`config.mk`:
```
export PLATFORM = sky130hd
export DESIGN_NAME = mem_access_ctrl_flat
export DESIGN_NICKNAME = d
export VERILOG_FILES = /design/src/verilog/mem_pkg.sv /design/src/verilog/lane_port_if.sv /design/src/verilog/mem_access_ctrl.sv /design/src/flat_wrapper.sv
export SDC_FILE = /design/constraint.sdc
export NUM_CORES = 1
export LEC_CHECK = 0
export BUFFER_PORTS_ARGS = -buffer_cell sky130_fd_sc_hd__buf_2
export CORE_AREA = 2 2 84 86
export DETAILED_ROUTE_END_ITERATION = 10
export DIE_AREA = 0 0 86 88
export HOLD_SLACK_MARGIN = 0.15
export PLACE_DENSITY = 0.84
export SYNTH_ARGS = -nofsm -noshare
export SYNTH_HDL_FRONTEND = slang
export SYNTH_SLANG_ARGS = --single-unit
```
`constraint.sdc`:
```
create_clock -name clk -period 2.8 [get_ports clk]
set_clock_uncertainty 0.2 [all_clocks]
set_input_delay 0.56 -clock clk [delete_from_list [all_inputs] [get_ports clk]]
set_output_delay 0.56 -clock clk [all_outputs]
set_load 0.03 [all_outputs]
```
`src/verilog/mem_pkg.sv`:
```
`default_nettype none

package mem_pkg;

    // Bus data width, the lane steering is written for four byte lanes
    localparam int DATA_WIDTH = 32;
    localparam int LANES      = DATA_WIDTH / 8;

    // One data word on the bus and on the lanes
    typedef logic [DATA_WIDTH-1:0] word_t;

    // Wishbone select field, used as an access size code
    typedef logic [LANES-1:0] sel_t;

    // Legal size codes, anything else is an illegal size
    localparam sel_t SEL_WORD = 4'b1111;
    localparam sel_t SEL_HALF = 4'b0011;
    localparam sel_t SEL_BYTE = 4'b0001;

    // Per-lane write enables toward the bank
    typedef logic [LANES-1:0] lane_we_t;

    // Running byte offset inside one bus cycle, wraps modulo 256
    typedef logic [7:0] burst_off_t;

    // Controller FSM
    // ST_RESP and ST_ERR each last one cycle and drive ack or err
    typedef enum logic [1:0] {
        ST_IDLE,
        ST_RESP,
        ST_ERR
    } ctrl_state_t;

endpackage

`default_nettype wire

```
`src/verilog/lane_port_if.sv`:
```
`default_nettype none

interface lane_port_if import mem_pkg::*; #(
    parameter int DEPTH_WORDS = 256
) ();

    localparam int IDX_WIDTH = $clog2(DEPTH_WORDS);

    // Byte lanes to write this cycle
    lane_we_t             we;
    // Word index inside the bank
    logic [IDX_WIDTH-1:0] idx;
    // Store data already placed on its lanes
    word_t                wdata;
    // Registered read of the indexed word
    word_t                rdata;

    modport ctrl (
        output we,
        output idx,
        output wdata,
        input  rdata
    );

    modport bank (
        input  we,
        input  idx,
        input  wdata,
        output rdata
    );

endinterface

`default_nettype wire

```
`src/verilog/mem_access_ctrl.sv`:
```
`default_nettype none

module mem_access_ctrl import mem_pkg::*; #(
    parameter int ADDR_WIDTH  = 32,
    parameter int DEPTH_WORDS = 256
) (
    input  wire                  clk,
    input  wire                  i_rst_n,

    // Wishbone classic slave
    input  wire                  i_wb_cyc,
    input  wire                  i_wb_stb,
    input  wire                  i_wb_we,
    input  wire [ADDR_WIDTH-1:0] i_wb_adr,
    input  wire word_t           i_wb_dat,
    input  wire sel_t            i_wb_sel,
    output word_t                o_wb_dat,
    output logic                 o_wb_ack,
    output logic                 o_wb_err,

    // Lanes toward the storage bank
    lane_port_if.ctrl            lane
);

    localparam int IDX_WIDTH = $clog2(DEPTH_WORDS);

    ctrl_state_t state_q;
    burst_off_t  off_q;
    logic        err_q;
    logic        rd_q;
    logic [1:0]  rd_off_q;
    sel_t        rd_sel_q;

    logic [ADDR_WIDTH-1:0] eff_adr;
    logic [1:0]            byte_off;
    burst_off_t            size_bytes;
    logic                  sel_ok;
    logic                  misalign;
    logic                  strobe;
    logic                  bad;
    logic                  accept;
    lane_we_t              lane_mask;
    word_t                 rd_shift;
    word_t                 rd_data;

    // Size decode from the select code
    always_comb begin
        sel_ok     = 1'b1;
        size_bytes = '0;
        case (i_wb_sel)
            SEL_WORD: size_bytes = 8'd4;
            SEL_HALF: size_bytes = 8'd2;
            SEL_BYTE: size_bytes = 8'd1;
            default:  sel_ok     = 1'b0;
        endcase
    end

    // Effective address includes the running burst offset
    assign eff_adr  = i_wb_adr + ADDR_WIDTH'(off_q);
    assign byte_off = eff_adr[1:0];

    // Words need 4-byte alignment, halfwords an even address
    assign misalign = ((i_wb_sel == SEL_WORD) && (byte_off != 2'b00)) ||
                      ((i_wb_sel == SEL_HALF) && byte_off[0]);

    // A strobe is only taken in idle, so at most one every two cycles
    assign strobe = i_wb_cyc && i_wb_stb && (state_q == ST_IDLE);
    assign bad    = err_q || !sel_ok || misalign;
    assign accept = strobe && !bad;

    // Store steering onto the byte lanes
    assign lane_mask  = i_wb_sel << byte_off;
    assign lane.we    = (accept && i_wb_we) ? lane_mask : '0;
    assign lane.wdata = i_wb_dat << {byte_off, 3'b000};
    // Upper index bits are dropped, so the address wraps on the bank
    assign lane.idx   = eff_adr[IDX_WIDTH+1:2];

    // Response FSM
    always_ff @(posedge clk or negedge i_rst_n) begin
        if (!i_rst_n) begin
            state_q <= ST_IDLE;
        end else begin
            case (state_q)
                ST_IDLE: begin
                    if (strobe) begin
                        state_q <= bad ? ST_ERR : ST_RESP;
                    end
                end
                default: state_q <= ST_IDLE;
            endcase
        end
    end

    // Burst offset and sticky error live for one bus cycle
    always_ff @(posedge clk or negedge i_rst_n) begin
        if (!i_rst_n) begin
            off_q <= '0;
            err_q <= 1'b0;
            rd_q  <= 1'b0;
        end else begin
            if (!i_wb_cyc) begin
                off_q <= '0;
                err_q <= 1'b0;
            end else if (strobe) begin
                if (bad) begin
                    err_q <= 1'b1;
                end else begin
                    off_q <= off_q + size_bytes;
                end
            end
            if (strobe) begin
                rd_q <= !i_wb_we;
            end
        end
    end

    // Offset and size for the read that comes back next cycle
    always_ff @(posedge clk) begin
        if (accept) begin
            rd_off_q <= byte_off;
            rd_sel_q <= i_wb_sel;
        end
    end

    // Load steering, shift down then zero-extend to the size
    always_comb begin
        rd_shift = lane.rdata >> {rd_off_q, 3'b000};
        case (rd_sel_q)
            SEL_WORD: rd_data = rd_shift;
            SEL_HALF: rd_data = rd_shift & word_t'(16'hffff);
            default:  rd_data = rd_shift & word_t'(8'hff);
        endcase
    end

    assign o_wb_ack = (state_q == ST_RESP);
    assign o_wb_err = (state_q == ST_ERR);
    // Data bus stays at zero outside a read acknowledge
    assign o_wb_dat = (o_wb_ack && rd_q) ? rd_data : '0;

endmodule

`default_nettype wire

```
`src/flat_wrapper.sv`:
```
// flat-port wrapper written by rule: the top's interface ports become plain ports
module mem_access_ctrl_flat import mem_pkg::*;
#(
    parameter int ADDR_WIDTH  = 32,
    parameter int DEPTH_WORDS = 256
)
  (clk, i_rst_n, i_wb_cyc, i_wb_stb, i_wb_we, i_wb_adr, i_wb_dat, i_wb_sel, o_wb_dat, o_wb_ack, o_wb_err, lane_we, lane_idx, lane_wdata, lane_rdata);
  lane_port_if #(.DEPTH_WORDS(DEPTH_WORDS)) lane_i ();
  input  wire clk;
  input  wire i_rst_n;
  input  wire i_wb_cyc;
  input  wire i_wb_stb;
  input  wire i_wb_we;
  input  wire [ADDR_WIDTH-1:0] i_wb_adr;
  input  wire word_t i_wb_dat;
  input  wire sel_t i_wb_sel;
  output word_t o_wb_dat;
  output logic o_wb_ack;
  output logic o_wb_err;
  output wire logic [$bits(lane_i.we)-1:0] lane_we;
  output wire logic [$bits(lane_i.idx)-1:0] lane_idx;
  output wire logic [$bits(lane_i.wdata)-1:0] lane_wdata;
  input wire logic [$bits(lane_i.rdata)-1:0] lane_rdata;
  assign lane_we = lane_i.we;
  assign lane_idx = lane_i.idx;
  assign lane_wdata = lane_i.wdata;
  assign lane_i.rdata = lane_rdata;
  mem_access_ctrl #(.ADDR_WIDTH(ADDR_WIDTH), .DEPTH_WORDS(DEPTH_WORDS)) u_core (.clk(clk), .i_rst_n(i_rst_n), .i_wb_cyc(i_wb_cyc), .i_wb_stb(i_wb_stb), .i_wb_we(i_wb_we), .i_wb_adr(i_wb_adr), .i_wb_dat(i_wb_dat), .i_wb_sel(i_wb_sel), .o_wb_dat(o_wb_dat), .o_wb_ack(o_wb_ack), .o_wb_err(o_wb_err), .lane(lane_i));
endmodule
```
==> flow_summary.ini, run 1 <==
[power_and_ir_drop]
vdd_drop_max_mv = 0.159
p_seq_frac = 0.288
cellLeakagePower_nw = 2.17
switchingPower_uw = 376
swShare = 0.383
combPwrFrac = 0.514
p_int_uw = 607
powerDensity_nw_per_um2 = 230
clkPwrFrac = 0.198

[routing]
routed_wl_um = 9180
dr.pass1.iters = 4
viasPerCell = 5.36
dr.first_iter.drc_count = 63
antenna_left = 0
drc = 0
wl_per_cell_um = 15.6
vias = 3161

[cells_and_area]
mostFrequentLayoutCells = buf_2 (120), buf_4 (59), nor2_1 (41)
finalNetCount = 629
areaGrowthSynthToFinish_pct = 71.9
final_core_util = 0.644
drive_gt1_frac = 0.547
antenna_cells = 0
finalInstanceArea_um2 = 4280
layout_commonest_cell = buf_2

[clocking]
cts_tree = yes
clk_pin_slew_ps = 70
clock_sinks = 18
clock-root-buffer = clkbuf_8
insertion_delay_ps = 260
cts_htree_levels = 1
clock_path_buffers = 2
numCtsBuffers = 3

[placed_design]
hpwlAfterDp_um = 6140
io_buffers = 160
gp_congestion = 0.811
post_dp_cell_area_um2 = 3620
place_ws_ps = -314

[setup_path]
cpPeakStageDelay_ps = 460
end_kind = output pin
startpoint_type = register
cp_max_fo = 4
r2r-start = u_core.off_q[0]
path_buf_inv = 2
r2r-end = u_core.off_q[2]
path_delay_family = adder cells
slowest_stage = fa_2
critPathRequiredTime_ps = 2040
path_cells = ha_4, fa_2, nor2_4, a41oi_4, nor3_4, nand2_4, buf_6, nor2_4, buf_6
critPathArrivalTime_ps = 2240
rr_worst_depth = 10
crit_type = register to output pin
reg2reg_slack_ps = 330

[sta]
min_period_ps = 3000
setup_tns_ps = -2870
worstMarginPinSlew_ps = 487
max_slew_margin = 0.666
final_hold_viol_count = 0
setup_slack_ps = -204
finalCritPeriodShare = 1.07
fmax_mhz = 333
grt_setup_unrepaired = yes
fin_hold_ws_ps = 282
slew_viol_final = 0
finalSetupViolations = 27

[outcome]
status = finished, violations left
violations = negative setup slack

[flow_run]
maxCapViolCount = 0

[worst_hold_path]
whs_path_depth = 1
hp-start = u_core.err_q
holdPathEnd = u_core.err_q
hp-class = register to register

[synth]
synth_area_um2 = 2490
synth.distinct_cells = 44
yosys_warnings = 0
synth_nets = 437
ys_ff_latch = 18
yosysSeqAreaShare = 0.193
synthCells = 319
synth_area_per_cell_um2 = 7.80

[die]
die_area_um2 = 7570
die_h_um = 88
die_x_um = 86
io_pins = 183
row_count = 30
core_area_um2 = 6640
initial_core_util = 0.375

[global_route]
track_usage = 0.215
met2_usage = 0.404
antenna_found_initial = 0
grt_max_degree = 34
grt_pass1_vias = 2913
grt_overflow = 0
gr-usage-met1 = 0.254
met3_usage = 0.0283
grt_pass1_wl_um = 13300
grt-busiest-layer = met2
through the flow:
stage          power, mW  std cells
2_1_floorplan      0.538        319
3_3_place_gp       0.680        565
3_5_place_dp       0.690        565
4_1_cts            0.956        583
5_1_grt             1.03        590
6_report           0.984        590
metal layers:
layer,vias to the layer above,part of all wire
met2,157,0.53
met3,16,0.072
li1,1516,-
met1,1472,0.39
met4,0,0.015
met5,-,0
repair_timing:
item	CTS	global route
buffers inserted	9	7
gates resized for setup	76	48
pin swaps	7	16
gates cloned	4	0
setup endpoints to repair	38	41
hold buffers	1	0
hold endpoints to repair	12	0
layout make-up:
type	count	area, um2
timing repair buffer	214	1510
multi-input combinational	270	2130
sequential	18	482
clock buffer	4	45.0
inverter	4	15.0
fill	504	2370
tap	80	100
worst register-to-register path, cell delays in order (launching register included):
cell and delay [ps]:
dfrtp_1 410, ha_4 180, fa_2 460, nor2_4 150
a41oi_4 120, nor3_4 200, buf_4 150, buf_4 90
buf_4 140, nor2_1 60, a211oi_1 230
worst max path at each step:
stage	start	cells after the start	end	slack [ps]
final	u_core.off_q[0]	9	lane_we[0]	-200
after global routing	u_core.off_q[0]	8	lane_we[3]	-280
after CTS	u_core.off_q[0]	8	lane_we[3]	-250
after detailed placement	i_wb_adr[0]	9	lane_we[3]	-310
after global placement	i_wb_adr[0]	9	lane_we[3]	-280
after floorplan	i_wb_adr[0]	7	lane_we[3]	-350
cells by family after synthesis:
kind of cell | count (synthesis) | share of synthesized area
adders and majority gates | 13 | 0.0714
DFF | 18 | 0.193
AOI/OAI and AO/OA | 81 | 0.206
xor gates and xnor gates | 10 | 0.0352
buffers and inverters | 31 | 0.0674
muxes | 36 | 0.145
and+or+nand+nor | 130 | 0.283
state kept, by name (all words and copies together) (netlist names):
signal	cells
u_core.rd_q	1
u_core.rd_sel_q	4
u_core.rd_off_q	2
u_core.state_q	2
u_core.off_q	8
u_core.err_q	1
synthesized netlist by cell type, drive strengths merged:
| master | instances | area share |
|---|---|---|
| nor2 | 47 | 0.080 |
| mux2i | 36 | 0.14 |
| a211oi | 29 | 0.087 |
| a21oi | 28 | 0.056 |
| nand2 | 25 | 0.042 |
| nor2b | 22 | 0.058 |
| buf | 18 | 0.048 |
| and2 | 16 | 0.040 |
| o21ai | 14 | 0.028 |
| dfrtp | 12 | 0.12 |
| ha | 11 | 0.055 |
| clkbuf | 9 | 0.014 |
| xnor2 | 7 | 0.025 |
| edfxtp | 6 | 0.072 |
| a21o | 5 | 0.015 |
| nor3 | 5 | 0.015 |
| inv | 4 | 0.0060 |
| nand4 | 3 | 0.0075 |
| xor2 | 3 | 0.011 |
| and3 | 2 | 0.0050 |
| fa | 2 | 0.016 |
| nand3 | 2 | 0.0040 |
| nor4 | 2 | 0.011 |
| a31o | 1 | 0.0035 |
| a31oi | 1 | 0.0025 |
| a41oi | 1 | 0.0065 |
| and2b | 1 | 0.0035 |
| nand2b | 1 | 0.0025 |
| nor4b | 1 | 0.0035 |
| o211ai | 1 | 0.0030 |
| o21bai | 1 | 0.0030 |
| or2 | 1 | 0.0025 |
| or3 | 1 | 0.0030 |
| or4 | 1 | 0.0045 |
power groups by stage:
| stage | clock [mW] | sequential (mW) | combinational (mW) |
|---|---|---|---|
| after CTS | 0.190 | 0.283 | 0.483 |
| after global placement | 0 | 0.288 | 0.392 |
| after global routing | 0.203 | 0.284 | 0.538 |
| after detailed placement | 0 | 0.289 | 0.402 |
| after floorplan | 0 | 0.288 | 0.250 |
| final | 0.194 | 0.283 | 0.506 |
Note: power is estimated with default switching activity, not from simulation.
==> inputs of run 2 (changes only) <==
--- a/config.mk
+++ b/config.mk
@@ -5,12 +5,14 @@
 export SDC_FILE = /design/constraint.sdc
 export NUM_CORES = 1
 export LEC_CHECK = 0
+export ABC_AREA = 1
 export BUFFER_PORTS_ARGS = -buffer_cell sky130_fd_sc_hd__buf_2
-export CORE_AREA = 2 2 84 86
+export CORE_AREA = 2 2 86 88
 export DETAILED_ROUTE_END_ITERATION = 10
-export DIE_AREA = 0 0 86 88
+export DIE_AREA = 0 0 88 90
+export GPL_TIMING_DRIVEN = 0
 export HOLD_SLACK_MARGIN = 0.15
-export PLACE_DENSITY = 0.84
+export PLACE_DENSITY = 0.83
 export SYNTH_ARGS = -nofsm -noshare
 export SYNTH_HDL_FRONTEND = slang
 export SYNTH_SLANG_ARGS = --single-unit
==> run 2 against run 1 <==
- sequential cell count stayed put
- routed wire length grew 17%
- non-clock buffer count shrank 7
- register-to-register slack got worse by 330 ps
- highest routed layer unchanged
- largest power group unchanged
- core utilization is 1.3 points lower
- the run still ends with negative setup slack left
- global-route usage up 3.5 points
- critical path depth up 2
- cell count grew 22%
- largest cell class unchanged
==> flow_summary.ini, run 2 <==
[outcome]
status = finished, violations left
violations = negative setup slack

[clocking]
clk_pin_slew_ps = 70
clock_sinks = 18
cts_htree_levels = 1
clock-root-buffer = clkbuf_8
clock_path_buffers = 2
insertion_delay_ps = 250
numCtsBuffers = 3
cts_tree = yes

[placed_design]
hpwlAfterDp_um = 7750
post_dp_cell_area_um2 = 3720
io_buffers = 160
gp_congestion = 0.922

[cells_and_area]
areaGrowthSynthToFinish_pct = 67.4
largest-register = u_core.off_q
drive_gt1_frac = 0.446
fill_cells = 599
antenna_cells = 0
largest_reg_flops = 8
biggestRegsByFlops = u_core.off_q: 8 flops, u_core.rd_sel_q: 4 flops
finalNetCount = 740
layout_commonest_cell = buf_2
finalInstanceArea_um2 = 4430
mostFrequentLayoutCells = buf_2 (130), nand2_1 (127), nor2_1 (43)
final_core_util = 0.631

[routing]
vias = 3765
dr.pass1.iters = 5
dr.first_iter.drc_count = 230
antenna_left = 0
viasPerCell = 5.23
routed_wl_um = 10800
wl_per_cell_um = 15.0
drc = 0

[setup_path]
cp_max_fo = 3
startpoint_type = register
critPathRequiredTime_ps = 2040
critPathArrivalTime_ps = 2250
path_cells = ha_4, fa_2, nor2_8, clkinv_4, nand2_4, nand2_4, nor2_4, buf_4, nand2_4, nor3_4, buf_6
cpPeakStageDelay_ps = 520
path_delay_family = adder cells
end_kind = output pin
crit_top_cell = nand2_4
slowest_stage = fa_2
crit_type = register to output pin
path_buf_inv = 3

[sta]
fmax_mhz = 332
setup_slack_ps = -211
finalCritPeriodShare = 1.08
min_period_ps = 3010
slew_viol_final = 0
worstMarginPinSlew_ps = 855
finalSetupViolations = 36
max_slew_margin = 0.426
grt_setup_unrepaired = yes
setup_tns_ps = -3800
final_hold_viol_count = 0

[synth]
yosys.area.top_type_share = 0.183
synth.largest_area_cell = nand2_1
synth_area_um2 = 2640
yosysSeqAreaShare = 0.182
async_flop_share = 0.667
synthTopCellsByCount = nand2_1 (129), nor2_1 (58), inv_1 (32)
synth_ff_type = dfrtp_1
synth-edff-count = 6
synthCells = 437
yosys_warnings = 0
synth_nets = 555
synthTopCellsByArea = nand2_1 (18%), dfrtp_1 (11%), nor2_1 (8.2%)
synth_area_per_cell_um2 = 6.05
yosysMostFrequentCell = nand2_1
ys_ff_latch = 18
synth.distinct_cells = 43

[power_and_ir_drop]
p_int_uw = 612
cellLeakagePower_nw = 2.37
p_seq_frac = 0.273
swShare = 0.410
switchingPower_uw = 425
vdd_drop_max_mv = 0.206
clkPwrFrac = 0.179
powerDensity_nw_per_um2 = 234
combPwrFrac = 0.548

[die]
die_area_um2 = 7920
die_x_um = 88
initial_core_util = 0.377
row_count = 31
core_area_um2 = 7020
die_h_um = 90
io_pins = 183

[flow_run]
maxCapViolCount = 0

[global_route]
grt_pass1_wl_um = 16400
grt_pass1_vias = 3685
antenna_found_initial = 0
grt_max_degree = 13
track_usage = 0.250
grt_overflow = 0

[worst_hold_path]
hp-class = register to register
## run 2: final cells by class
| type | instances | area [um2] | area share |
|---|---|---|---|
| buffer | 27 | 191 | 0.0432 |
| clock inverter | 1 | 3.75 | 0.000848 |
| timing repair buffer | 180 | 1200 | 0.272 |
| clock buffer | 3 | 41.3 | 0.00933 |
| inverter | 39 | 158 | 0.0356 |
| sequential | 18 | 480 | 0.109 |
| multi-input combinational | 353 | 2220 | 0.502 |
| tap | 99 | 124 | 0.0280 |
## run 2: worst min-delay path: stages, from the launching register on
cell	delay (ps)
dfrtp_1	370
nand2_1	60
o21ai_0	60
## run 2: what timing repair did
item / CTS / global route
hold endpoints to repair: 12 / 0
setup buffers: 15 / 4
gates resized for setup: 76 / 72
pin swaps: 11 / 18
hold buffers: 1 / 0
endpoints found under the setup margin: 29 / 46
gates cloned: 1 / 0
## run 2: logic make-up after synthesis
kind of cell	Yosys count	synth area share
adders and majority gates	13	0.0672
AOI/OAI and AO/OA	91	0.203
xor gates and xnor gates	11	0.0364
muxes	1	0.00379
DFF	18	0.182
buffers and inverters	66	0.116
and+or+nand+nor	237	0.392
## run 2: final timing paths
check / cells after the start / end / slack, ps / from
worst max-delay path: 11 / lane_we[2] / -210 / u_core.off_q[0]
worst min-delay path: 2 / u_core.rd_q / 320 / u_core.rd_q
worst max register to register: 8 / u_core.rd_sel_q[3] / 0 / u_core.off_q[0]
worst min register to register: 2 / u_core.rd_q / 320 / u_core.rd_q
max in group asynchronous: 2 / u_core.rd_q / 1650 / i_rst_n
min in group asynchronous: 2 / u_core.state_q[0] / 530 / i_rst_n
## run 2: power groups by stage
stage / clock (mW) / combinational (mW) / sequential, mW
finish: 0.186 / 0.569 / 0.283
global route: 0.194 / 0.601 / 0.283
CTS: 0.184 / 0.505 / 0.283
detailed placement: 0 / 0.429 / 0.288
global placement: 0 / 0.422 / 0.288
floorplan: 0 / 0.277 / 0.287
## run 2: layer usage
| metal | vias up | routed length [um] | track usage |
|---|---|---|---|
| li1 | 1815 | - | - |
| met5 | - | 0 | 0 |
| met3 | 29 | 617 | 0.0174 |
| met4 | 0 | 275 | 0.0718 |
| met1 | 1736 | 4210 | 0.291 |
| met2 | 185 | 5670 | 0.473 |
## run 2: through the flow
stage / std cells / hold slack (ps) / worst slack, ps / power (mW)
floorplan: 437 / 64.4 / -64.9 / 0.564
global placement: 696 / 247 / -349 / 0.709
detailed placement: 696 / 254 / -359 / 0.717
CTS: 717 / 325 / -274 / 0.972
global route: 720 / 366 / -302 / 1.08
finish: 720 / 324 / -211 / 1.04
==> inputs of run 3 (changes only) <==
--- a/config.mk
+++ b/config.mk
@@ -13,6 +13,7 @@
 export GPL_TIMING_DRIVEN = 0
 export HOLD_SLACK_MARGIN = 0.15
 export PLACE_DENSITY = 0.83
+export RECOVER_POWER = 25
 export SYNTH_ARGS = -nofsm -noshare
 export SYNTH_HDL_FRONTEND = slang
 export SYNTH_SLANG_ARGS = --single-unit
==> constraint.sdc (replaced) <==
create_clock -name clk -period 2.8 [get_ports clk]
set_clock_uncertainty 0.2 [all_clocks]
set_input_delay 0.28 -clock clk [delete_from_list [all_inputs] [get_ports clk]]
set_output_delay 0.28 -clock clk [all_outputs]
set_load 0.03 [all_outputs]
==> run 3 against run 2 <==
- the flow now finishes without violations
- hold slack worse by 160 ps
- non-clock buffer count grew 2
- first-iteration DRC count fell by 30%
- cell count up 0.28%
- sequential power about the same
- register-to-register slack better by 160 ps
- largest power group unchanged
==> flow_summary.ini, run 3 (synthesis gave the netlist of run 2 again) <==
[die]
die_x_um = 88
row_count = 31
core_area_um2 = 7020
die_area_um2 = 7920
initial_core_util = 0.377
io_pins = 183
die_h_um = 90

[sta]
min_period_ps = 2770
slew_viol_final = 0
finalSetupViolations = 0
grt_setup_unrepaired = yes
fmax_mhz = 361
finalCritPeriodShare = 0.990
worstMarginPinSlew_ps = 819
fin_hold_ws_ps = 164
final_hold_viol_count = 0
max_slew_margin = 0.450

[placed_design]
dp.cells = 696
hpwlAfterDp_um = 7500
io_buffers = 160
gp_congestion = 0.918

[power_and_ir_drop]
p_seq_frac = 0.308
cellLeakagePower_nw = 2.28
powerDensity_nw_per_um2 = 235
clkPwrFrac = 0.204
switchingPower_uw = 369
vdd_drop_max_mv = 0.304
swShare = 0.402
p_int_uw = 549
combPwrFrac = 0.489

[cells_and_area]
layout.cells.non_filler = 722
finalNetCount = 742
seqCellArea_um2 = 480
antenna_cells = 0
mostFrequentLayoutCells = buf_2 (155), nand2_1 (128), nor2_1 (58)
biggestRegsByFlops = u_core.off_q: 8 flops, u_core.rd_sel_q: 4 flops
drive_gt1_frac = 0.364
multi_input_area_um2 = 1900
layout_commonest_cell = buf_2
largest_reg_flops = 8
fill_cells = 699
final_core_util = 0.558
largest-register = u_core.off_q
areaGrowthSynthToFinish_pct = 48.1

[setup_path]
end_kind = output pin
reg2reg_slack_ps = 160
critPathArrivalTime_ps = 2290
startpoint_type = register
critPathRequiredTime_ps = 2320
cp_max_fo = 8
r2r-end = u_core.rd_off_q[0]
r2r-start = u_core.off_q[0]
crit_type = register to output pin
rr_worst_depth = 7

[outcome]
status = finished clean

[routing]
dr.pass1.iters = 5
antenna_left = 0
wl_per_cell_um = 13.3
viasPerCell = 5.05
routed_wl_um = 9630
vias = 3647
dr.first_iter.drc_count = 161
drc = 0

[global_route]
grt_pass1_vias = 3331
grt_pass1_wl_um = 15300
antenna_found_initial = 0
grt_overflow = 0
track_usage = 0.231
grt_max_degree = 13

[clocking]
clock-root-buffer = clkbuf_8
clock_sinks = 18
clk_pin_slew_ps = 70
cts_htree_levels = 1
insertion_delay_ps = 260
clock_path_buffers = 2
numCtsBuffers = 3
cts_tree = yes

[worst_hold_path]
whs_path_depth = 2
hp-class = primary input to register
holdPathEnd = u_core.rd_off_q[0]
hp-start = i_wb_adr[0]

[flow_run]
maxCapViolCount = 0
## run 3: cell types whose count changed in the layout (fill, tap and decap cells not counted), moves of 8 or more
cell     previous run  this run
a21oi_1            20        28
a21oi_2            10         2
buf_2             130       155
buf_6              38         2
nor2_1             43        58
nor2_4             12         1
## run 3: layout make-up
type                            instances  share of cell area
Buffer                                 27              0.0457
Clock buffer                            3              0.0105
Clock inverter                          1            0.000959
Inverter                               39              0.0399
Multi-Input combinational cell        353               0.485
Sequential cell                        18               0.123
Tap cell                               99              0.0316
Timing Repair Buffer                  182               0.263
## run 3: worst max-delay path by stage
| stage | start | to | slack, ps |
|---|---|---|---|
| finish | u_core.off_q[0] | lane_wdata[26] | 30 |
| global route | u_core.off_q[0] | lane_we[0] | -10 |
| CTS | u_core.off_q[0] | lane_we[0] | 7 |
| detailed placement | u_core.off_q[0] | u_core.rd_off_q[0] | -40 |
| global placement | u_core.off_q[0] | lane_wdata[24] | -10 |
| floorplan | u_core.off_q[0] | lane_wdata[24] | 70 |
## run 3: routing by layer
layer  up-vias  global-route usage  routed length [um]
met5         -                   0                   0
met3        22              0.0211                 620
met2       179               0.419                4860
met1      1632               0.287                3930
met4         0              0.0603                 214
li1       1814                   -                   -
## run 3: power groups by stage
stage	Clock [mW]	Sequential, mW	Combinational (mW)
after floorplan	0	0.287	0.251
after global placement	0	0.287	0.394
after detailed placement	0	0.288	0.400
after CTS	0.190	0.282	0.425
after global routing	0.204	0.283	0.484
final	0.187	0.282	0.449
## run 3: metrics by stage
step                      setup TNS, ps  area (um2)  power (mW)  setup WS, ps
after detailed placement           -358        3580       0.687         -41.4
after global placement            -15.7        3580       0.681         -11.9
after floorplan                       0        2650       0.537          68.9
after global routing              -25.4        3920       0.971         -13.0
after CTS                             0        3810       0.897          6.87
final                                 0        3920       0.918          28.3
## run 3: what timing repair did
action | in CTS | in global routing
pin swaps | 7 | 11
endpoints found under the hold margin | 17 | 0
buffers inserted | 10 | 5
hold buffers | 6 | 0
gates cloned | 0 | 1
gates resized for setup | 19 | 15
endpoints found under the setup margin | 34 | 24
## run 3: worst max-delay path, stage by stage, from the launching register on
cell and delay, ps:
dfrtp_1 410, ha_4 170, fa_2 640, buf_8 180, buf_4 120, a21oi_1 40, a22oi_1 250, buf_4 210
